--- src/rtl/ccu_pkg.sv ---
package ccu_pkg;

  localparam int unsigned NUM_PORTS = 2;

  typedef logic [31:0]                  addr_t;
  typedef logic [31:0]                  data_t;
  typedef logic [NUM_PORTS-1:0]         port_mask_t;
  typedef logic [$clog2(NUM_PORTS)-1:0] port_idx_t;
  typedef logic [15:0]                  hit_cnt_t;

  // snoop opcodes carried on the AC channel.
  typedef logic [1:0] snoop_op_t;
  localparam snoop_op_t SNOOP_READ_SHARED   = 2'b01;
  localparam snoop_op_t SNOOP_CLEAN_INVALID = 2'b10;

  typedef logic [3:0] lite_addr_t;
  localparam lite_addr_t REG_MASK0 = 4'h0;
  localparam lite_addr_t REG_MASK1 = 4'h4;
  localparam lite_addr_t REG_CTRL  = 4'h8;
  localparam lite_addr_t REG_HITS  = 4'hC;

  // by default each port snoops the other one.
  localparam port_mask_t MASK0_RESET = 2'b10;
  localparam port_mask_t MASK1_RESET = 2'b01;

  localparam logic [1:0] LITE_RESP_OKAY   = 2'b00;
  localparam logic [1:0] LITE_RESP_SLVERR = 2'b10;

  typedef enum logic [2:0] {
    MP_IDLE, MP_SNOOP, MP_MEM_REQ, MP_MEM_WAIT, MP_RESP
  } mp_state_t;

  typedef enum logic [1:0] {
    FAN_IDLE, FAN_AC, FAN_COLLECT
  } fan_state_t;

endpackage

--- src/rtl/ccu_cfg_regs.sv ---
module ccu_cfg_regs import ccu_pkg::*; (
  input  logic                       clk_i,
  input  logic                       rst_n_i,
  input  logic                       awvalid_i,
  output logic                       awready_o,
  input  lite_addr_t                 awaddr_i,
  input  logic                       wvalid_i,
  output logic                       wready_o,
  input  data_t                      wdata_i,
  output logic                       bvalid_o,
  input  logic                       bready_i,
  output logic [1:0]                 bresp_o,
  input  logic                       arvalid_i,
  output logic                       arready_o,
  input  lite_addr_t                 araddr_i,
  output logic                       rvalid_o,
  input  logic                       rready_i,
  output data_t                      rdata_o,
  output logic [1:0]                 rresp_o,
  output port_mask_t [NUM_PORTS-1:0] domain_mask_o,
  output logic                       snoop_en_o,
  input  logic                       hit_inc_i
);

  port_mask_t mask0_q;
  port_mask_t mask1_q;
  logic       snoop_en_q;
  hit_cnt_t   hits_q;
  logic       idle;
  logic       wr_fire;
  logic       rd_fire;
  logic       wr_ok;

  // Only one access is open at a time, and a write wins over a read in the same cycle.
  assign idle      = !bvalid_o && !rvalid_o;
  assign wr_fire   = idle && awvalid_i && wvalid_i;
  assign rd_fire   = idle && arvalid_i && !wr_fire;
  assign awready_o = wr_fire;
  assign wready_o  = wr_fire;
  assign arready_o = rd_fire;

  // the hit counter is read-only.
  assign wr_ok = awaddr_i inside {REG_MASK0, REG_MASK1, REG_CTRL};

  assign domain_mask_o[0] = mask0_q;
  assign domain_mask_o[1] = mask1_q;
  assign snoop_en_o       = snoop_en_q;

  always_ff @(posedge clk_i or negedge rst_n_i) begin
    if (!rst_n_i) begin
      mask0_q    <= MASK0_RESET;
      mask1_q    <= MASK1_RESET;
      snoop_en_q <= 1'b1;
      hits_q     <= '0;
      bvalid_o   <= 1'b0;
      rvalid_o   <= 1'b0;
    end else begin
      if (wr_fire) begin
        case (awaddr_i)
          REG_MASK0: mask0_q <= wdata_i[NUM_PORTS-1:0];
          REG_MASK1: mask1_q <= wdata_i[NUM_PORTS-1:0];
          REG_CTRL:  snoop_en_q <= wdata_i[0];
          default: ;
        endcase
      end
      // saturates at all ones.
      if (hit_inc_i && hits_q != '1) begin
        hits_q <= hits_q + 1'b1;
      end
      if (wr_fire) begin
        bvalid_o <= 1'b1;
      end else if (bready_i) begin
        bvalid_o <= 1'b0;
      end
      if (rd_fire) begin
        rvalid_o <= 1'b1;
      end else if (rready_i) begin
        rvalid_o <= 1'b0;
      end
    end
  end

  always_ff @(posedge clk_i) begin
    if (wr_fire) begin
      bresp_o <= wr_ok ? LITE_RESP_OKAY : LITE_RESP_SLVERR;
    end
    if (rd_fire) begin
      rresp_o <= LITE_RESP_OKAY;
      case (araddr_i)
        REG_MASK0: rdata_o <= data_t'(mask0_q);
        REG_MASK1: rdata_o <= data_t'(mask1_q);
        REG_CTRL:  rdata_o <= data_t'(snoop_en_q);
        REG_HITS:  rdata_o <= data_t'(hits_q);
        default: begin
          rdata_o <= '0;
          rresp_o <= LITE_RESP_SLVERR;
        end
      endcase
    end
  end

  assert property (@(posedge clk_i) disable iff (!rst_n_i)
    bvalid_o && !bready_i |=> bvalid_o);
  assert property (@(posedge clk_i) disable iff (!rst_n_i)
    rvalid_o && !rready_i |=> rvalid_o);

endmodule

--- src/rtl/ccu_arbiter.sv ---
module ccu_arbiter import ccu_pkg::*; (
  input  logic       clk_i,
  input  logic       rst_n_i,
  input  port_mask_t req_valid_i,
  output logic       grant_valid_o,
  output port_idx_t  grant_idx_o,
  input  logic       txn_done_i
);

  port_idx_t rr_q;
  port_idx_t pick;

  // search from the pointer upwards; the closest requester wins.
  always_comb begin
    int unsigned cand;
    pick = rr_q;
    for (int k = NUM_PORTS - 1; k >= 0; k--) begin
      cand = (int'(rr_q) + k) % NUM_PORTS;
      if (req_valid_i[cand]) begin
        pick = port_idx_t'(cand);
      end
    end
  end

  always_ff @(posedge clk_i or negedge rst_n_i) begin
    if (!rst_n_i) begin
      grant_valid_o <= 1'b0;
      grant_idx_o   <= '0;
      rr_q          <= '0;
    end else if (!grant_valid_o) begin
      if (|req_valid_i) begin
        grant_valid_o <= 1'b1;
        grant_idx_o   <= pick;
        rr_q          <= port_idx_t'((int'(pick) + 1) % NUM_PORTS);
      end
    end else if (txn_done_i) begin
      grant_valid_o <= 1'b0;
    end
  end

  // The requester holds valid until accepted, so it must still be there when the grant shows.
  assert property (@(posedge clk_i) disable iff (!rst_n_i)
    $rose(grant_valid_o) |-> req_valid_i[grant_idx_o]);

endmodule

--- src/rtl/ccu_master_path.sv ---
module ccu_master_path import ccu_pkg::*; (
  input  logic                       clk_i,
  input  logic                       rst_n_i,
  input  port_mask_t                 req_valid_i,
  output port_mask_t                 req_ready_o,
  input  port_mask_t                 req_write_i,
  input  addr_t      [NUM_PORTS-1:0] req_addr_i,
  input  data_t      [NUM_PORTS-1:0] req_wdata_i,
  output port_mask_t                 resp_valid_o,
  input  port_mask_t                 resp_ready_i,
  output data_t      [NUM_PORTS-1:0] resp_rdata_o,
  input  logic                       grant_valid_i,
  input  port_idx_t                  grant_idx_i,
  output logic                       txn_done_o,
  input  port_mask_t [NUM_PORTS-1:0] domain_mask_i,
  input  logic                       snoop_en_i,
  output logic                       hit_inc_o,
  output logic                       snoop_start_o,
  output port_mask_t                 snoop_sel_o,
  output addr_t                      snoop_addr_o,
  output snoop_op_t                  snoop_op_o,
  input  logic                       snoop_done_i,
  input  logic                       snoop_hit_i,
  input  data_t                      snoop_data_i,
  output logic                       mem_req_valid_o,
  input  logic                       mem_req_ready_i,
  output logic                       mem_req_write_o,
  output addr_t                      mem_req_addr_o,
  output data_t                      mem_req_wdata_o,
  input  logic                       mem_resp_valid_i,
  input  data_t                      mem_resp_rdata_i
);

  mp_state_t  state_q;
  logic       start_q;
  port_idx_t  idx_q;
  logic       write_q;
  addr_t      addr_q;
  data_t      wdata_q;
  data_t      rdata_q;
  port_mask_t sel_q;
  port_mask_t own_bit;
  port_mask_t eff_mask;
  logic       accept;

  assign accept = state_q == MP_IDLE && grant_valid_i && req_valid_i[grant_idx_i];

  // A requester never snoops itself.
  assign own_bit  = port_mask_t'(1) << grant_idx_i;
  assign eff_mask = snoop_en_i ? (domain_mask_i[grant_idx_i] & ~own_bit) : '0;

  always_comb begin
    req_ready_o  = '0;
    resp_valid_o = '0;
    if (state_q == MP_IDLE && grant_valid_i) begin
      req_ready_o[grant_idx_i] = 1'b1;
    end
    if (state_q == MP_RESP) begin
      resp_valid_o[idx_q] = 1'b1;
    end
  end

  assign resp_rdata_o = {NUM_PORTS{rdata_q}};
  assign txn_done_o   = state_q == MP_RESP && resp_ready_i[idx_q];
  assign hit_inc_o    = state_q == MP_SNOOP && snoop_done_i && !write_q && snoop_hit_i;

  assign snoop_start_o = start_q;
  assign snoop_sel_o   = sel_q;
  assign snoop_addr_o  = addr_q;
  assign snoop_op_o    = write_q ? SNOOP_CLEAN_INVALID : SNOOP_READ_SHARED;

  assign mem_req_valid_o = state_q == MP_MEM_REQ;
  assign mem_req_write_o = write_q;
  assign mem_req_addr_o  = addr_q;
  assign mem_req_wdata_o = wdata_q;

  always_ff @(posedge clk_i or negedge rst_n_i) begin
    if (!rst_n_i) begin
      state_q <= MP_IDLE;
      start_q <= 1'b0;
    end else begin
      start_q <= 1'b0;
      case (state_q)
        MP_IDLE: begin
          if (accept) begin
            if (|eff_mask) begin
              state_q <= MP_SNOOP;
              start_q <= 1'b1;
            end else begin
              state_q <= MP_MEM_REQ;
            end
          end
        end
        MP_SNOOP: begin
          // a write always goes on to memory once the other copies are gone.
          if (snoop_done_i) begin
            state_q <= (!write_q && snoop_hit_i) ? MP_RESP : MP_MEM_REQ;
          end
        end
        MP_MEM_REQ: begin
          if (mem_req_ready_i) begin
            state_q <= MP_MEM_WAIT;
          end
        end
        MP_MEM_WAIT: begin
          if (mem_resp_valid_i) begin
            state_q <= MP_RESP;
          end
        end
        MP_RESP: begin
          if (resp_ready_i[idx_q]) begin
            state_q <= MP_IDLE;
          end
        end
        default: state_q <= MP_IDLE;
      endcase
    end
  end

  always_ff @(posedge clk_i) begin
    if (accept) begin
      idx_q   <= grant_idx_i;
      write_q <= req_write_i[grant_idx_i];
      addr_q  <= req_addr_i[grant_idx_i];
      wdata_q <= req_wdata_i[grant_idx_i];
      sel_q   <= eff_mask;
    end
    if (hit_inc_o) begin
      rdata_q <= snoop_data_i;
    end else if (state_q == MP_MEM_WAIT && mem_resp_valid_i) begin
      rdata_q <= mem_resp_rdata_i;
    end
  end

  assert property (@(posedge clk_i) disable iff (!rst_n_i)
    mem_req_valid_o && !mem_req_ready_i |=>
      mem_req_valid_o && $stable({mem_req_write_o, mem_req_addr_o, mem_req_wdata_o}));

endmodule

--- src/rtl/ccu_snoop_fanout.sv ---
module ccu_snoop_fanout import ccu_pkg::*; (
  input  logic                      clk_i,
  input  logic                      rst_n_i,
  input  logic                      snoop_start_i,
  input  port_mask_t                snoop_sel_i,
  input  addr_t                     snoop_addr_i,
  input  snoop_op_t                 snoop_op_i,
  output logic                      snoop_done_o,
  output logic                      snoop_hit_o,
  output data_t                     snoop_data_o,
  output port_mask_t                ac_valid_o,
  input  port_mask_t                ac_ready_i,
  output addr_t     [NUM_PORTS-1:0] ac_addr_o,
  output snoop_op_t [NUM_PORTS-1:0] ac_snoop_o,
  input  port_mask_t                cr_valid_i,
  output port_mask_t                cr_ready_o,
  input  port_mask_t                cr_data_xfer_i,
  input  port_mask_t                cd_valid_i,
  output port_mask_t                cd_ready_o,
  input  data_t     [NUM_PORTS-1:0] cd_data_i
);

  fan_state_t state_q;
  port_mask_t ac_pend_q;
  port_mask_t cr_pend_q;
  port_mask_t cd_pend_q;
  logic       hit_q;
  addr_t      addr_q;
  snoop_op_t  op_q;
  port_idx_t  src_q;
  data_t      data_q;

  // the AC pending bits are loaded when a snoop starts and drain in FAN_AC.
  assign ac_valid_o = ac_pend_q;
  assign ac_addr_o  = {NUM_PORTS{addr_q}};
  assign ac_snoop_o = {NUM_PORTS{op_q}};
  assign cr_ready_o = state_q == FAN_COLLECT ? cr_pend_q : '0;
  assign cd_ready_o = state_q == FAN_COLLECT ? cd_pend_q : '0;

  assign snoop_done_o = state_q == FAN_COLLECT && cr_pend_q == '0 && cd_pend_q == '0;
  assign snoop_hit_o  = hit_q;
  assign snoop_data_o = data_q;

  always_ff @(posedge clk_i or negedge rst_n_i) begin
    if (!rst_n_i) begin
      state_q   <= FAN_IDLE;
      ac_pend_q <= '0;
      cr_pend_q <= '0;
      cd_pend_q <= '0;
      hit_q     <= 1'b0;
    end else begin
      case (state_q)
        FAN_IDLE: begin
          if (snoop_start_i) begin
            ac_pend_q <= snoop_sel_i;
            cr_pend_q <= snoop_sel_i;
            cd_pend_q <= '0;
            hit_q     <= 1'b0;
            state_q   <= FAN_AC;
          end
        end
        FAN_AC: begin
          ac_pend_q <= ac_pend_q & ~ac_ready_i;
          if ((ac_pend_q & ~ac_ready_i) == '0) begin
            state_q <= FAN_COLLECT;
          end
        end
        FAN_COLLECT: begin
          // a CR that announces data opens a CD slot on the same port.
          cr_pend_q <= cr_pend_q & ~cr_valid_i;
          cd_pend_q <= (cd_pend_q & ~cd_valid_i) | (cr_pend_q & cr_valid_i & cr_data_xfer_i);
          if (|(cd_pend_q & cd_valid_i)) begin
            hit_q <= 1'b1;
          end
          if (snoop_done_o) begin
            state_q <= FAN_IDLE;
          end
        end
        default: state_q <= FAN_IDLE;
      endcase
    end
  end

  always_ff @(posedge clk_i) begin
    if (state_q == FAN_IDLE && snoop_start_i) begin
      addr_q <= snoop_addr_i;
      op_q   <= snoop_op_i;
    end
    // Walk downwards so the lowest supplying port is written last.
    for (int i = NUM_PORTS - 1; i >= 0; i--) begin
      if (cd_ready_o[i] && cd_valid_i[i] && (!hit_q || port_idx_t'(i) < src_q)) begin
        data_q <= cd_data_i[i];
        src_q  <= port_idx_t'(i);
      end
    end
  end

  for (genvar i = 0; i < NUM_PORTS; i++) begin : g_cd_check
    assert property (@(posedge clk_i) disable iff (!rst_n_i)
      cd_valid_i[i] |-> cd_pend_q[i] || (cr_valid_i[i] && cr_data_xfer_i[i]));
  end

endmodule

--- src/rtl/ccu_top.sv ---
module ccu_top import ccu_pkg::*; (
  input  logic                      clk_i,
  input  logic                      rst_n_i,
  input  port_mask_t                req_valid_i,
  output port_mask_t                req_ready_o,
  input  port_mask_t                req_write_i,
  input  addr_t     [NUM_PORTS-1:0] req_addr_i,
  input  data_t     [NUM_PORTS-1:0] req_wdata_i,
  output port_mask_t                resp_valid_o,
  input  port_mask_t                resp_ready_i,
  output data_t     [NUM_PORTS-1:0] resp_rdata_o,
  output port_mask_t                ac_valid_o,
  input  port_mask_t                ac_ready_i,
  output addr_t     [NUM_PORTS-1:0] ac_addr_o,
  output snoop_op_t [NUM_PORTS-1:0] ac_snoop_o,
  input  port_mask_t                cr_valid_i,
  output port_mask_t                cr_ready_o,
  input  port_mask_t                cr_data_xfer_i,
  input  port_mask_t                cd_valid_i,
  output port_mask_t                cd_ready_o,
  input  data_t     [NUM_PORTS-1:0] cd_data_i,
  output logic                      mem_req_valid_o,
  input  logic                      mem_req_ready_i,
  output logic                      mem_req_write_o,
  output addr_t                     mem_req_addr_o,
  output data_t                     mem_req_wdata_o,
  input  logic                      mem_resp_valid_i,
  input  data_t                     mem_resp_rdata_i,
  input  logic                      awvalid_i,
  output logic                      awready_o,
  input  lite_addr_t                awaddr_i,
  input  logic                      wvalid_i,
  output logic                      wready_o,
  input  data_t                     wdata_i,
  output logic                      bvalid_o,
  input  logic                      bready_i,
  output logic [1:0]                bresp_o,
  input  logic                      arvalid_i,
  output logic                      arready_o,
  input  lite_addr_t                araddr_i,
  output logic                      rvalid_o,
  input  logic                      rready_i,
  output data_t                     rdata_o,
  output logic [1:0]                rresp_o
);

  logic                       grant_valid;
  port_idx_t                  grant_idx;
  logic                       txn_done;
  port_mask_t [NUM_PORTS-1:0] domain_mask;
  logic                       snoop_en;
  logic                       hit_inc;
  logic                       snoop_start;
  port_mask_t                 snoop_sel;
  addr_t                      snoop_addr;
  snoop_op_t                  snoop_op;
  logic                       snoop_done;
  logic                       snoop_hit;
  data_t                      snoop_data;

  ccu_cfg_regs i_cfg_regs (
    .domain_mask_o (domain_mask),
    .snoop_en_o    (snoop_en),
    .hit_inc_i     (hit_inc),
    .*
  );

  ccu_arbiter i_arbiter (
    .grant_valid_o (grant_valid),
    .grant_idx_o   (grant_idx),
    .txn_done_i    (txn_done),
    .*
  );

  ccu_master_path i_master_path (
    .grant_valid_i (grant_valid),
    .grant_idx_i   (grant_idx),
    .txn_done_o    (txn_done),
    .domain_mask_i (domain_mask),
    .snoop_en_i    (snoop_en),
    .hit_inc_o     (hit_inc),
    .snoop_start_o (snoop_start),
    .snoop_sel_o   (snoop_sel),
    .snoop_addr_o  (snoop_addr),
    .snoop_op_o    (snoop_op),
    .snoop_done_i  (snoop_done),
    .snoop_hit_i   (snoop_hit),
    .snoop_data_i  (snoop_data),
    .*
  );

  ccu_snoop_fanout i_snoop_fanout (
    .snoop_start_i (snoop_start),
    .snoop_sel_i   (snoop_sel),
    .snoop_addr_i  (snoop_addr),
    .snoop_op_i    (snoop_op),
    .snoop_done_o  (snoop_done),
    .snoop_hit_o   (snoop_hit),
    .snoop_data_o  (snoop_data),
    .*
  );

endmodule

--- config.mk ---
export PLATFORM = sky130hd
export DESIGN_NAME = ccu_top
export DESIGN_NICKNAME = d
export VERILOG_FILES = /design/src/rtl/ccu_pkg.sv /design/src/rtl/ccu_cfg_regs.sv /design/src/rtl/ccu_arbiter.sv /design/src/rtl/ccu_master_path.sv /design/src/rtl/ccu_snoop_fanout.sv /design/src/rtl/ccu_top.sv
export SDC_FILE = /design/constraint.sdc
export NUM_CORES = 1
export LEC_CHECK = 0
export ABC_AREA = 1
export BUFFER_PORTS_ARGS = -buffer_cell sky130_fd_sc_hd__buf_2
export CORE_AREA = 2 2 210 212
export DETAILED_ROUTE_END_ITERATION = 8
export DIE_AREA = 0 0 212 214
export GPL_TIMING_DRIVEN = 0
export MAX_ROUTING_LAYER = met4
export PLACE_DENSITY = 0.45
export SYNTH_ARGS = -nofsm -noshare
export SYNTH_HDL_FRONTEND = slang
export SYNTH_SLANG_ARGS = --single-unit
--- constraint.sdc ---
create_clock -name clk_i -period 6.8 [get_ports clk_i]
set_input_delay 1.02 -clock clk_i [delete_from_list [all_inputs] [get_ports clk_i]]
set_output_delay 1.02 -clock clk_i [all_outputs]
set_load 0.1 [all_outputs]
==> impl_metrics.py, run 1 <==
metrics = {
    "pwr": {
        "vdd_drop_max_mv": 0.243,
        "p_per_area_nw_per_um2": 389,
        "swShare_pct": 46.8,
        "p_leak_nw": 6.97,
        "comb_power_share_pct": 41.7,
        "clkPwrFrac_pct": 24.3,
        "pwr-share-seq_pct": 34.0,
        "p_int_mw": 2.97,
        "p_sw_mw": 2.62,
    },
    "clocking": {
        "cts_buffer_depth": 3,
        "ctsResizeCount": 0,
        "insertion_delay_ns": 0.54,
        "clkSinkCount": 224,
        "cts-root-buf": "clkbuf_16",
        "htreeDepth": 1,
        "cts_tree": "done",
        "clk_pin_slew_ns": 0.06,
        "postCtsSetupBuffers": 0,
        "postCtsHoldBufs": 0,
        "numCtsBuffers": 27,
    },
    "run": {
        "maxCapViolations": 0,
    },
    "logic_synthesis": {
        "ys_seq_area_share_pct": 63.4,
        "synth_adder_area_share_pct": 0.122,
        "synth_top_family_by_area": "simple AND/OR/NAND/NOR gates",
        "synth_xor_xnor_area_share_pct": 0.255,
        "async_reset_ff_share_pct": 17.4,
        "muxShareOfSynthArea_pct": 0,
        "synth_simple_gate_area_share_pct": 23.9,
        "netlist_instances": 1062,
        "synth_compound_area_share_pct": 1.59,
        "synth_area_um2": 10300,
        "yosys_warnings": 0,
        "syn_area_per_cell_um2": 9.68,
        "yosysUniqueCellTypes": 34,
        "ys_seq_elements": 224,
        "synth_edf_count": 184,
        "synth_top_flop_cell": "edfxtp_1",
    },
    "sta": {
        "tns_ns": 0,
        "fmax_mhz": 283,
        "fin_crit_sh_pct": 51.9,
        "timing.hold.ws_ns": 0.444,
        "rsz0062_at_grt": "false",
        "slew_viol_final": 0,
        "max_slew_margin_pct": 33.5,
        "worstMarginPinSlew_ns": 0.998,
        "setup_viol": 0,
        "skew_ns": 0.0101,
        "min_period_ns": 3.53,
        "finalHoldViolations": 0,
    },
    "place": {
        "dp.cells": 2152,
        "dp_hpwl_mm": 27.3,
        "gp_congestion": 0.851,
        "postPlaceCellArea_um2": 13600,
        "port_buffers": 487,
    },
    "run_status": {
        "status": "complete, no violations",
    },
    "global_routing": {
        "grt_pass1_wl_mm": 51.3,
        "grt_pass1_vias": 8919,
        "overflow": 0,
        "grtUsageTotal_pct": 15.2,
        "grt_max_degree": 62,
        "grt_antenna_before_repair": 8,
    },
    "route": {
        "ant_nets": 0,
        "drtPass1Iterations": 4,
        "vias": 8796,
        "wl_mm": 34.6,
        "drt_iter0_markers": 308,
        "drc": 0,
        "vias_per_cell": 3.98,
        "wl_per_cell_um": 15.7,
    },
    "layout": {
        "final_cell_area_um2": 14400,
        "fillers": 4526,
        "area_delta_synth_final_pct": 39.9,
        "layout.nets": 1884,
        "drive_above_1_share_pct": 39.6,
        "postLayoutCoreUtil_pct": 33.5,
        "final_cells": 2209,
    },
    "floorplanning": {
        "coreArea_um2": 42900,
        "die_y_um": 214,
        "row_count": 76,
        "start_util_pct": 24.0,
        "io_pins": 536,
        "die_x_um": 212,
        "die_area_um2": 45400,
    },
    "worst_setup_path": {
        "crit_path_max_fanout": 10,
        "worstPathRequired_ns": 5.78,
        "path_class": "reg -> out",
        "critPathLaunchType": "flip-flop",
        "critPathCaptureType": "primary output",
        "worstPathArrival_ns": 2.51,
    },
    "min_path": {
        "hp-class": "reg -> reg",
    },
}
[power groups by stage]
| stage | clock (mW) | combinational, mW | sequential (mW) |
|---|---|---|---|
| after floorplan | 0 | 0.841 | 2.92 |
| after global placement | 0 | 2.34 | 1.94 |
| after detailed placement | 0 | 2.36 | 1.93 |
| after CTS | 1.40 | 2.36 | 1.91 |
| after global routing | 1.46 | 2.48 | 1.93 |
| final | 1.36 | 2.33 | 1.90 |
[worst paths after layout]
kind	startpoint	end	slack [ns]	cells past startpoint
worst max-delay path	i_arbiter.grant_idx_o	req_ready_o[1]	3.27	5
worst min-delay path	i_master_path.mem_req_addr_o[5]	i_snoop_fanout.addr_q[5]	0.44	0
worst max register to register	i_master_path.mem_req_write_o	i_master_path.rdata_q[23]	3.99	6
worst min register to register	i_master_path.mem_req_addr_o[5]	i_snoop_fanout.addr_q[5]	0.44	0
max in group asynchronous	rst_n_i	i_snoop_fanout.cd_pend_q[1]	5.52	1
min in group asynchronous	rst_n_i	i_cfg_regs.mask0_q[0]	0.65	1
[placed cells by master, fill, tap and decap left out, types with 2 or more instances in the layout]
cell type	n
inv_2	4
dfstp_2	3
clkinv_2	2
clkinv_1	9
nor3_1	8
xor2_1	2
edfxtp_1	184
buf_1	3
dfrtp_1	36
inv_1	67
buf_2	496
buf_4	90
nand2_2	3
buf_6	4
diode_2	8
nor2_4	2
nor2_1	59
clkbuf_1	22
conb_1	18
o21ai_0	17
nand2_1	479
clkbuf_16	27
nand3_1	33
bufinv_16	2
a21oi_1	6
nand4_1	26
[critical path, stage by stage (launching register included)]
cell and delay [ns]:
dfrtp_1 0.34, clkbuf_1 0.31, clkinv_1 0.34, clkbuf_1 0.34, nor2_1 0.19, buf_2 0.44
[state kept, by name, indices dropped and copies added, names as in the netlist, 3 cells and up]
| register | cells |
|---|---|
| i_cfg_regs.rdata_o | 16 |
| i_snoop_fanout.addr_q | 32 |
| i_master_path.rdata_q | 32 |
| i_snoop_fanout.snoop_data_o | 32 |
| i_master_path.mem_req_addr_o | 32 |
| i_master_path.state_q | 3 |
| i_master_path.mem_req_wdata_o | 32 |
| i_cfg_regs.hits_q | 16 |
[cells by family (layout without fill, tap and decap cells)]
logic type | after synthesis | count (layout)
compound gates | 28 | 28
other cells | 1 | 26
buf+inv | 191 | 728
fa+ha+maj | 1 | 1
simple gates | 614 | 614
xor+xnor | 3 | 3
flops | 224 | 224
[routing by layer]
metal  vias to the layer above  share of wire, %  track usage (%)
met3                        59               9.2             4.27
met2                       363                49             26.3
met5                         -                 0                -
met4                         0               3.1             5.38
li1                       4412                 -                -
met1                      3962                39             16.7
[through the flow]
step | setup WS (ns) | power, mW
2_1_floorplan | 1.81 | 3.76
3_3_place_gp | 2.80 | 4.27
3_5_place_dp | 3.36 | 4.29
4_1_cts | 3.14 | 5.67
5_1_grt | 2.99 | 5.86
6_report | 3.27 | 5.59
[cell type report]
cell class | instances | area, um^2 | share of cell area [%]
buffer | 118 | 822 | 5.71
timing repair buffer | 488 | 2460 | 17.1
clock buffer | 37 | 713 | 4.96
multi-input combinational | 664 | 2730 | 19.0
clock inverter | 12 | 100 | 0.696
tap | 585 | 732 | 5.09
sequential | 224 | 6530 | 45.4
inverter | 73 | 277 | 1.92
antenna | 8 | 20.0 | 0.139
[cell usage after synthesis (2+ instances only)]
cell / count / area share [%]
nand3_1: 33 / 1.6
nor2_1: 59 / 2.2
nand2_1: 481 / 18
o21ai_0: 17 / 0.83
edfxtp_1: 184 / 54
nand4_1: 26 / 1.6
a21oi_1: 6 / 0.29
inv_2: 3 / 0.11
inv_1: 69 / 2.5
buf_4: 90 / 6.6
clkbuf_1: 12 / 0.44
dfstp_2: 3 / 0.77
buf_6: 4 / 0.44
nor3_1: 8 / 0.39
nor2_4: 2 / 0.22
buf_1: 3 / 0.11
dfrtp_1: 36 / 8.8
xor2_1: 2 / 0.17
buf_2: 9 / 0.44
(Power assumes the default switching activity.)
==> run 2, diff against run 1 <==
- PLACE_DENSITY: 0.45 -> 0.46
- clock period: 6.8 -> 3.1 ns (I/O delays scaled with it)
==> impl_metrics.py, run 2 (synthesis results as in run 1) <==
metrics = {
    "clocking": {
        "cts_buffer_depth": 3,
        "clkSinkCount": 224,
        "insertion_delay_ns": 0.54,
        "numCtsBuffers": 26,
        "cts-root-buf": "clkbuf_16",
        "cts_tree": "done",
        "clk_pin_slew_ns": 0.06,
        "postCtsSetupBuffers": 0,
        "htreeDepth": 1,
    },
    "worst_setup_path": {
        "critPathLaunchType": "flip-flop",
        "crit_family": "buffers and inverters",
        "worstPathRequired_ns": 2.63,
        "crit_chain": "clkbuf_1 > clkinv_1 > clkbuf_1 > nor2_1 > clkbuf_4",
        "crit_top_cell": "clkbuf_1",
        "critPathCaptureType": "primary output",
        "crit_buf_inv": 4,
        "path_class": "reg -> out",
        "r2r_cells": 6,
        "rrSetupSlack_ns": 0.36,
        "crit_path_max_fanout": 10,
        "worstPathArrival_ns": 2.39,
        "r2r-start": "i_master_path.mem_req_write_o",
        "reg2reg_to": "i_master_path.rdata_q[25]",
        "slowest_delay_ns": 0.35,
        "critical_path.slowest_cell": "clkbuf_1",
    },
    "global_routing": {
        "grt_antenna_before_repair": 11,
        "grt_pass1_vias": 8907,
        "overflow": 0,
        "grt_pass1_wl_mm": 50.8,
        "grtUsageTotal_pct": 15.2,
        "grt_max_degree": 59,
    },
    "place": {
        "gp_congestion": 0.835,
        "postPlaceCellArea_um2": 13600,
        "dp_hpwl_mm": 27.3,
        "dp.cells": 2154,
        "port_buffers": 487,
    },
    "floorplanning": {
        "coreArea_um2": 42900,
        "die_y_um": 214,
        "row_count": 76,
        "io_pins": 536,
        "die_x_um": 212,
        "start_util_pct": 24.0,
        "die_area_um2": 45400,
    },
    "layout": {
        "multi_input_area_um2": 2740,
        "fillers": 4517,
        "final_cell_mix": "495 x buf_2, 480 x nand2_1, 184 x edfxtp_1",
        "area_delta_synth_final_pct": 40.1,
        "layout.nets": 1885,
        "ff_latch_area_um2": 6530,
        "drive_above_1_share_pct": 39.9,
        "final_common_cell": "buf_2",
        "final_cells": 2207,
        "final_cell_area_um2": 14400,
    },
    "pwr": {
        "post-layout-total-power_mw": 12.1,
        "p_sw_mw": 5.71,
        "p_per_area_nw_per_um2": 842,
        "swShare_pct": 47.1,
        "clkPwrFrac_pct": 23.5,
        "vdd_drop_max_mv": 0.518,
        "p_int_mw": 6.42,
        "pwr-share-seq_pct": 34.4,
        "comb_power_share_pct": 42.2,
        "p_leak_nw": 6.98,
    },
    "route": {
        "drtPass1Iterations": 4,
        "wl_mm": 34.6,
        "ant_nets": 0,
        "vias_per_cell": 4.03,
        "drc": 0,
        "wl_per_cell_um": 15.7,
        "vias": 8884,
        "drt_iter0_markers": 332,
    },
    "sta": {
        "slew_viol_final": 0,
        "tns_ns": 0,
        "finalHoldViolations": 0,
        "fmax_mhz": 351,
        "worstMarginPinSlew_ns": 0.992,
        "rsz0062_at_grt": "false",
        "min_period_ns": 2.85,
        "timing.hold.ws_ns": 0.0956,
        "fin_crit_sh_pct": 91.9,
        "skew_ns": 0.0141,
        "setup_viol": 0,
        "max_slew_margin_pct": 33.9,
    },
    "run_status": {
        "status": "complete, no violations",
    },
    "min_path": {
        "hp-class": "in -> async",
    },
    "run": {
        "maxCapViolations": 0,
    },
}
[run 2: worst register-to-register path, stage by stage (launching register included)]
cell and delay [ns]:
edfxtp_1 0.55, inv_1 0.21, nand4_1 0.18, nor2_4 0.30, inv_2 0.15, buf_2 0.26
nand2_2 0.68
[run 2: repair_timing]
item                       in CTS  in global routing
hold buffers                    0                  0
resized for setup               0                  1
setup endpoints to repair       0                  1
[run 2: stage by stage]
| step | setup slack, ns | util, % |
|---|---|---|
| floorplan | 0.258 | - |
| global placement | -0.543 | 31.5 |
| detailed placement | 0.217 | 31.7 |
| CTS | 0.101 | 33.5 |
| global route | 0.0500 | 33.6 |
| finish | 0.250 | 33.6 |
[run 2: cell type report]
class	count	share of cell area (%)
plain buffers	118	5.71
inverters	73	1.92
repair buffers	490	17.5
clock buffers	37	5.17
clock inverters	7	0.208
multi-input cells	664	19.0
flip-flops and latches	224	45.3
well taps	585	5.08
diodes	9	0.156
[run 2: how the worst max path moves through the flow]
stage | from | endpoint | slack, ns | depth (start not counted)
6_report | i_arbiter.grant_idx_o | req_ready_o[1] | 0.25 | 5
5_1_grt | i_arbiter.grant_idx_o | req_ready_o[1] | 0.05 | 5
4_1_cts | i_arbiter.grant_idx_o | req_ready_o[1] | 0.10 | 5
3_5_place_dp | i_master_path.mem_req_write_o | i_master_path.rdata_q[25] | 0.22 | 6
3_3_place_gp | i_master_path.state_q[1] | i_master_path.mem_req_addr_o[8] | -0.54 | 5
2_1_floorplan | i_snoop_fanout.state_q[0] | i_snoop_fanout.snoop_data_o[0] | 0.26 | 8
[run 2: power groups by stage]
stage                     clock (mW)  combinational, mW  sequential [mW]
after floorplan                    0               1.85             6.41
after global placement             0               5.11             4.25
after detailed placement           0               5.16             4.23
after CTS                       2.95               5.16             4.18
after global routing            3.06               5.42             4.23
final                           2.85               5.11             4.17
[run 2: layer usage]
| metal | track usage [%] | share of wire [%] |
|---|---|---|
| met5 | - | 0 |
| met4 | 5.09 | 2.2 |
| met3 | 4.34 | 9.0 |
| met2 | 26.8 | 51 |
| met1 | 16.3 | 38 |
==> run 3, diff against run 2 <==
- ABC_AREA: 1 -> default
- CORE_AREA: 2 2 210 212 -> 2 2 208 210
- DIE_AREA: 0 0 212 214 -> 0 0 210 212
- PLACE_DENSITY: 0.46 -> 0.47
==> impl_metrics.py, run 3 <==
metrics = {
    "floorplanning": {
        "start_util_pct": 23.7,
        "die_x_um": 210,
        "coreArea_um2": 42500,
        "die_area_um2": 44500,
        "io_pins": 536,
        "row_count": 76,
        "die_y_um": 212,
    },
    "logic_synthesis": {
        "yosysMostFrequentCell": "edfxtp_1",
        "synth_top_area_share_pct": 54.9,
        "synth_common_cells": "184 x edfxtp_1, 139 x mux2_2, 86 x buf_4",
        "synth_top_flop_cell": "edfxtp_1",
        "yosysUniqueCellTypes": 59,
        "synth_area_um2": 10100,
        "synth_top_cell_by_area": "edfxtp_1",
        "synth_edf_count": 184,
        "ys_seq_elements": 224,
        "yosys_warnings": 0,
        "netlist_instances": 651,
        "post_synth_main_area_contributors": "edfxtp_1 55%, mux2_2 16%, dfrtp_1 9.0%, buf_4 6.4%, and2_1 1.2%",
        "syn_area_per_cell_um2": 15.4,
        "ys_seq_area_share_pct": 64.9,
        "async_reset_ff_share_pct": 17.4,
    },
    "global_routing": {
        "overflow": 0,
        "grt_pass1_wl_mm": 44.8,
        "grt_antenna_before_repair": 5,
        "grtUsageTotal_pct": 13.8,
        "grt_max_degree": 40,
        "grt_pass1_vias": 7324,
    },
    "run_status": {
        "status": "complete, no violations",
    },
    "clocking": {
        "cts_buffer_depth": 3,
        "postCtsHoldBufs": 0,
        "numCtsBuffers": 28,
        "cts_tree": "done",
        "insertion_delay_ns": 0.55,
        "clk_pin_slew_ns": 0.06,
        "clkSinkCount": 224,
        "htreeDepth": 1,
        "cts-root-buf": "clkbuf_16",
    },
    "sta": {
        "slew_viol_final": 0,
        "fin_crit_sh_pct": 90.6,
        "skew_ns": 0.0148,
        "timing.hold.ws_ns": 0.0530,
        "fmax_mhz": 356,
        "worstMarginPinSlew_ns": 0.949,
        "max_slew_margin_pct": 36.7,
        "min_period_ns": 2.81,
        "finalHoldViolations": 0,
        "setup_viol": 0,
        "fin_ws_ns": 0.290,
        "rsz0062_at_grt": "false",
        "tns_ns": 0,
    },
    "worst_setup_path": {
        "r2r-start": "i_snoop_fanout.state_q[1]",
        "critPathLaunchType": "flip-flop",
        "crit_path_max_fanout": 10,
        "critPathCaptureType": "primary output",
        "crit_chain": "clkbuf_1 > nand2b_1 > or3_1 > nor2_1 > buf_2",
        "worstPathRequired_ns": 2.63,
        "slowest_delay_ns": 0.46,
        "critical_path.slowest_cell": "buf_2",
        "worstPathArrival_ns": 2.34,
        "crit_start": "i_master_path.state_q[1]",
        "path_class": "reg -> out",
    },
    "layout": {
        "final_common_cell": "buf_2",
        "drive_above_1_share_pct": 65.9,
        "final_cells": 1759,
        "final_cell_mix": "494 x buf_2, 184 x edfxtp_1, 139 x mux2_2",
        "area_delta_synth_final_pct": 42.2,
        "layout.nets": 1478,
        "final_cell_area_um2": 14300,
    },
    "place": {
        "pre_cts_ws_ns": -0.227,
        "postPlaceCellArea_um2": 13400,
        "dp.cells": 1706,
        "dp_hpwl_mm": 24.5,
        "gp_congestion": 0.778,
        "port_buffers": 487,
    },
    "route": {
        "wl_mm": 31.3,
        "wl_per_cell_um": 17.8,
        "vias": 7161,
        "drc": 0,
        "drt_iter0_markers": 267,
        "ant_nets": 0,
        "drtPass1Iterations": 4,
        "vias_per_cell": 4.07,
    },
    "min_path": {
        "hp-class": "in -> async",
    },
    "pwr": {
        "p_leak_nw": 6.21,
        "p_per_area_nw_per_um2": 837,
        "vdd_drop_max_mv": 0.491,
    },
    "run": {
        "maxCapViolations": 0,
    },
}
## run 3: changes by cell type in the layout (fill, tap and decap cells not counted), moves of 11 or more
cell / before / now
nor2_1: 59 / 13
nand4_1: 26 / 3
nand2_1: 480 / 10
mux2_2: 0 / 139
xor2_1: 2 / 13
nand3_1: 33 / 9
inv_1: 67 / 9
and2_1: 0 / 19
## run 3: kinds of logic (layout without fill, tap and decap cells)
logic type               after synthesis  in the layout  share of synthesized area, %
adder cells (fa/ha/maj)                1              1                         0.124
buffers and inverters                117            656                          7.90
flip-flops                           224            224                          64.9
multiplexers                         143            143                          16.1
AO/OA/AOI/OAI                         48             48                          3.41
AND/OR/NAND/NOR                      104            104                          6.43
other                                  1             24                        0.0373
XOR/XNOR                              13             13                          1.13
## run 3: final timing paths
path	end	cells past startpoint	slack [ns]
min	i_cfg_regs.bvalid_o	1	0.05
max in group asynchronous	i_cfg_regs.rvalid_o	1	2.36
min in group clk_i	i_cfg_regs.bvalid_o	2	0.10
max	req_ready_o[1]	5	0.29
max reg2reg	i_snoop_fanout.snoop_data_o[6]	5	0.46
min reg2reg	i_master_path.idx_q	0	0.44
## run 3: critical path, delay by kind of cell, from the launching register on
kind,cells,cell delay (ns)
AND/OR/NAND/NOR,3,0.71
flip-flops,1,0.41
buffers and inverters,2,0.67
## run 3: report_power, final
group / total, mW / internal [mW] / switching, mW
sequential: 4.04 / 3.84 / 0.199
combinational: 4.82 / 1.06 / 3.76
clock: 3.11 / 1.85 / 1.26
total: 12.0 / 6.75 / 5.22
## run 3: per-layer routing
layer	vias to the layer above	share of wire [%]	track usage (%)
li1	3412	-	-
met1	3387	39	15.8
met2	321	50	23.7
met3	41	9.0	4.48
met4	0	1.7	3.33
met5	-	0	-
## run 3: cell type report
cell class / instances / area (um^2)
clock inverter: 6 / 60.1
timing repair buffer: 493 / 2540
clock buffer: 41 / 801
tap: 546 / 683
sequential: 224 / 6530
buffer: 106 / 757
antenna: 6 / 15.0
fill: 4305 / 28200
inverter: 10 / 41.3
multi-input combinational: 327 / 2870
## run 3: repair_timing
item                                    CTS  global route
buffers inserted                          1             0
endpoints found under the setup margin    3            32
pin swaps                                 1             0
resized for setup                         2             1
## run 3: stage by stage
step                utilization, %  total power, mW
floorplan                        -             7.94
CTS                           33.6             12.1
detailed placement            31.6             8.96
finish                        33.6             12.0
global route                  33.6             12.4
global placement              31.3             8.88
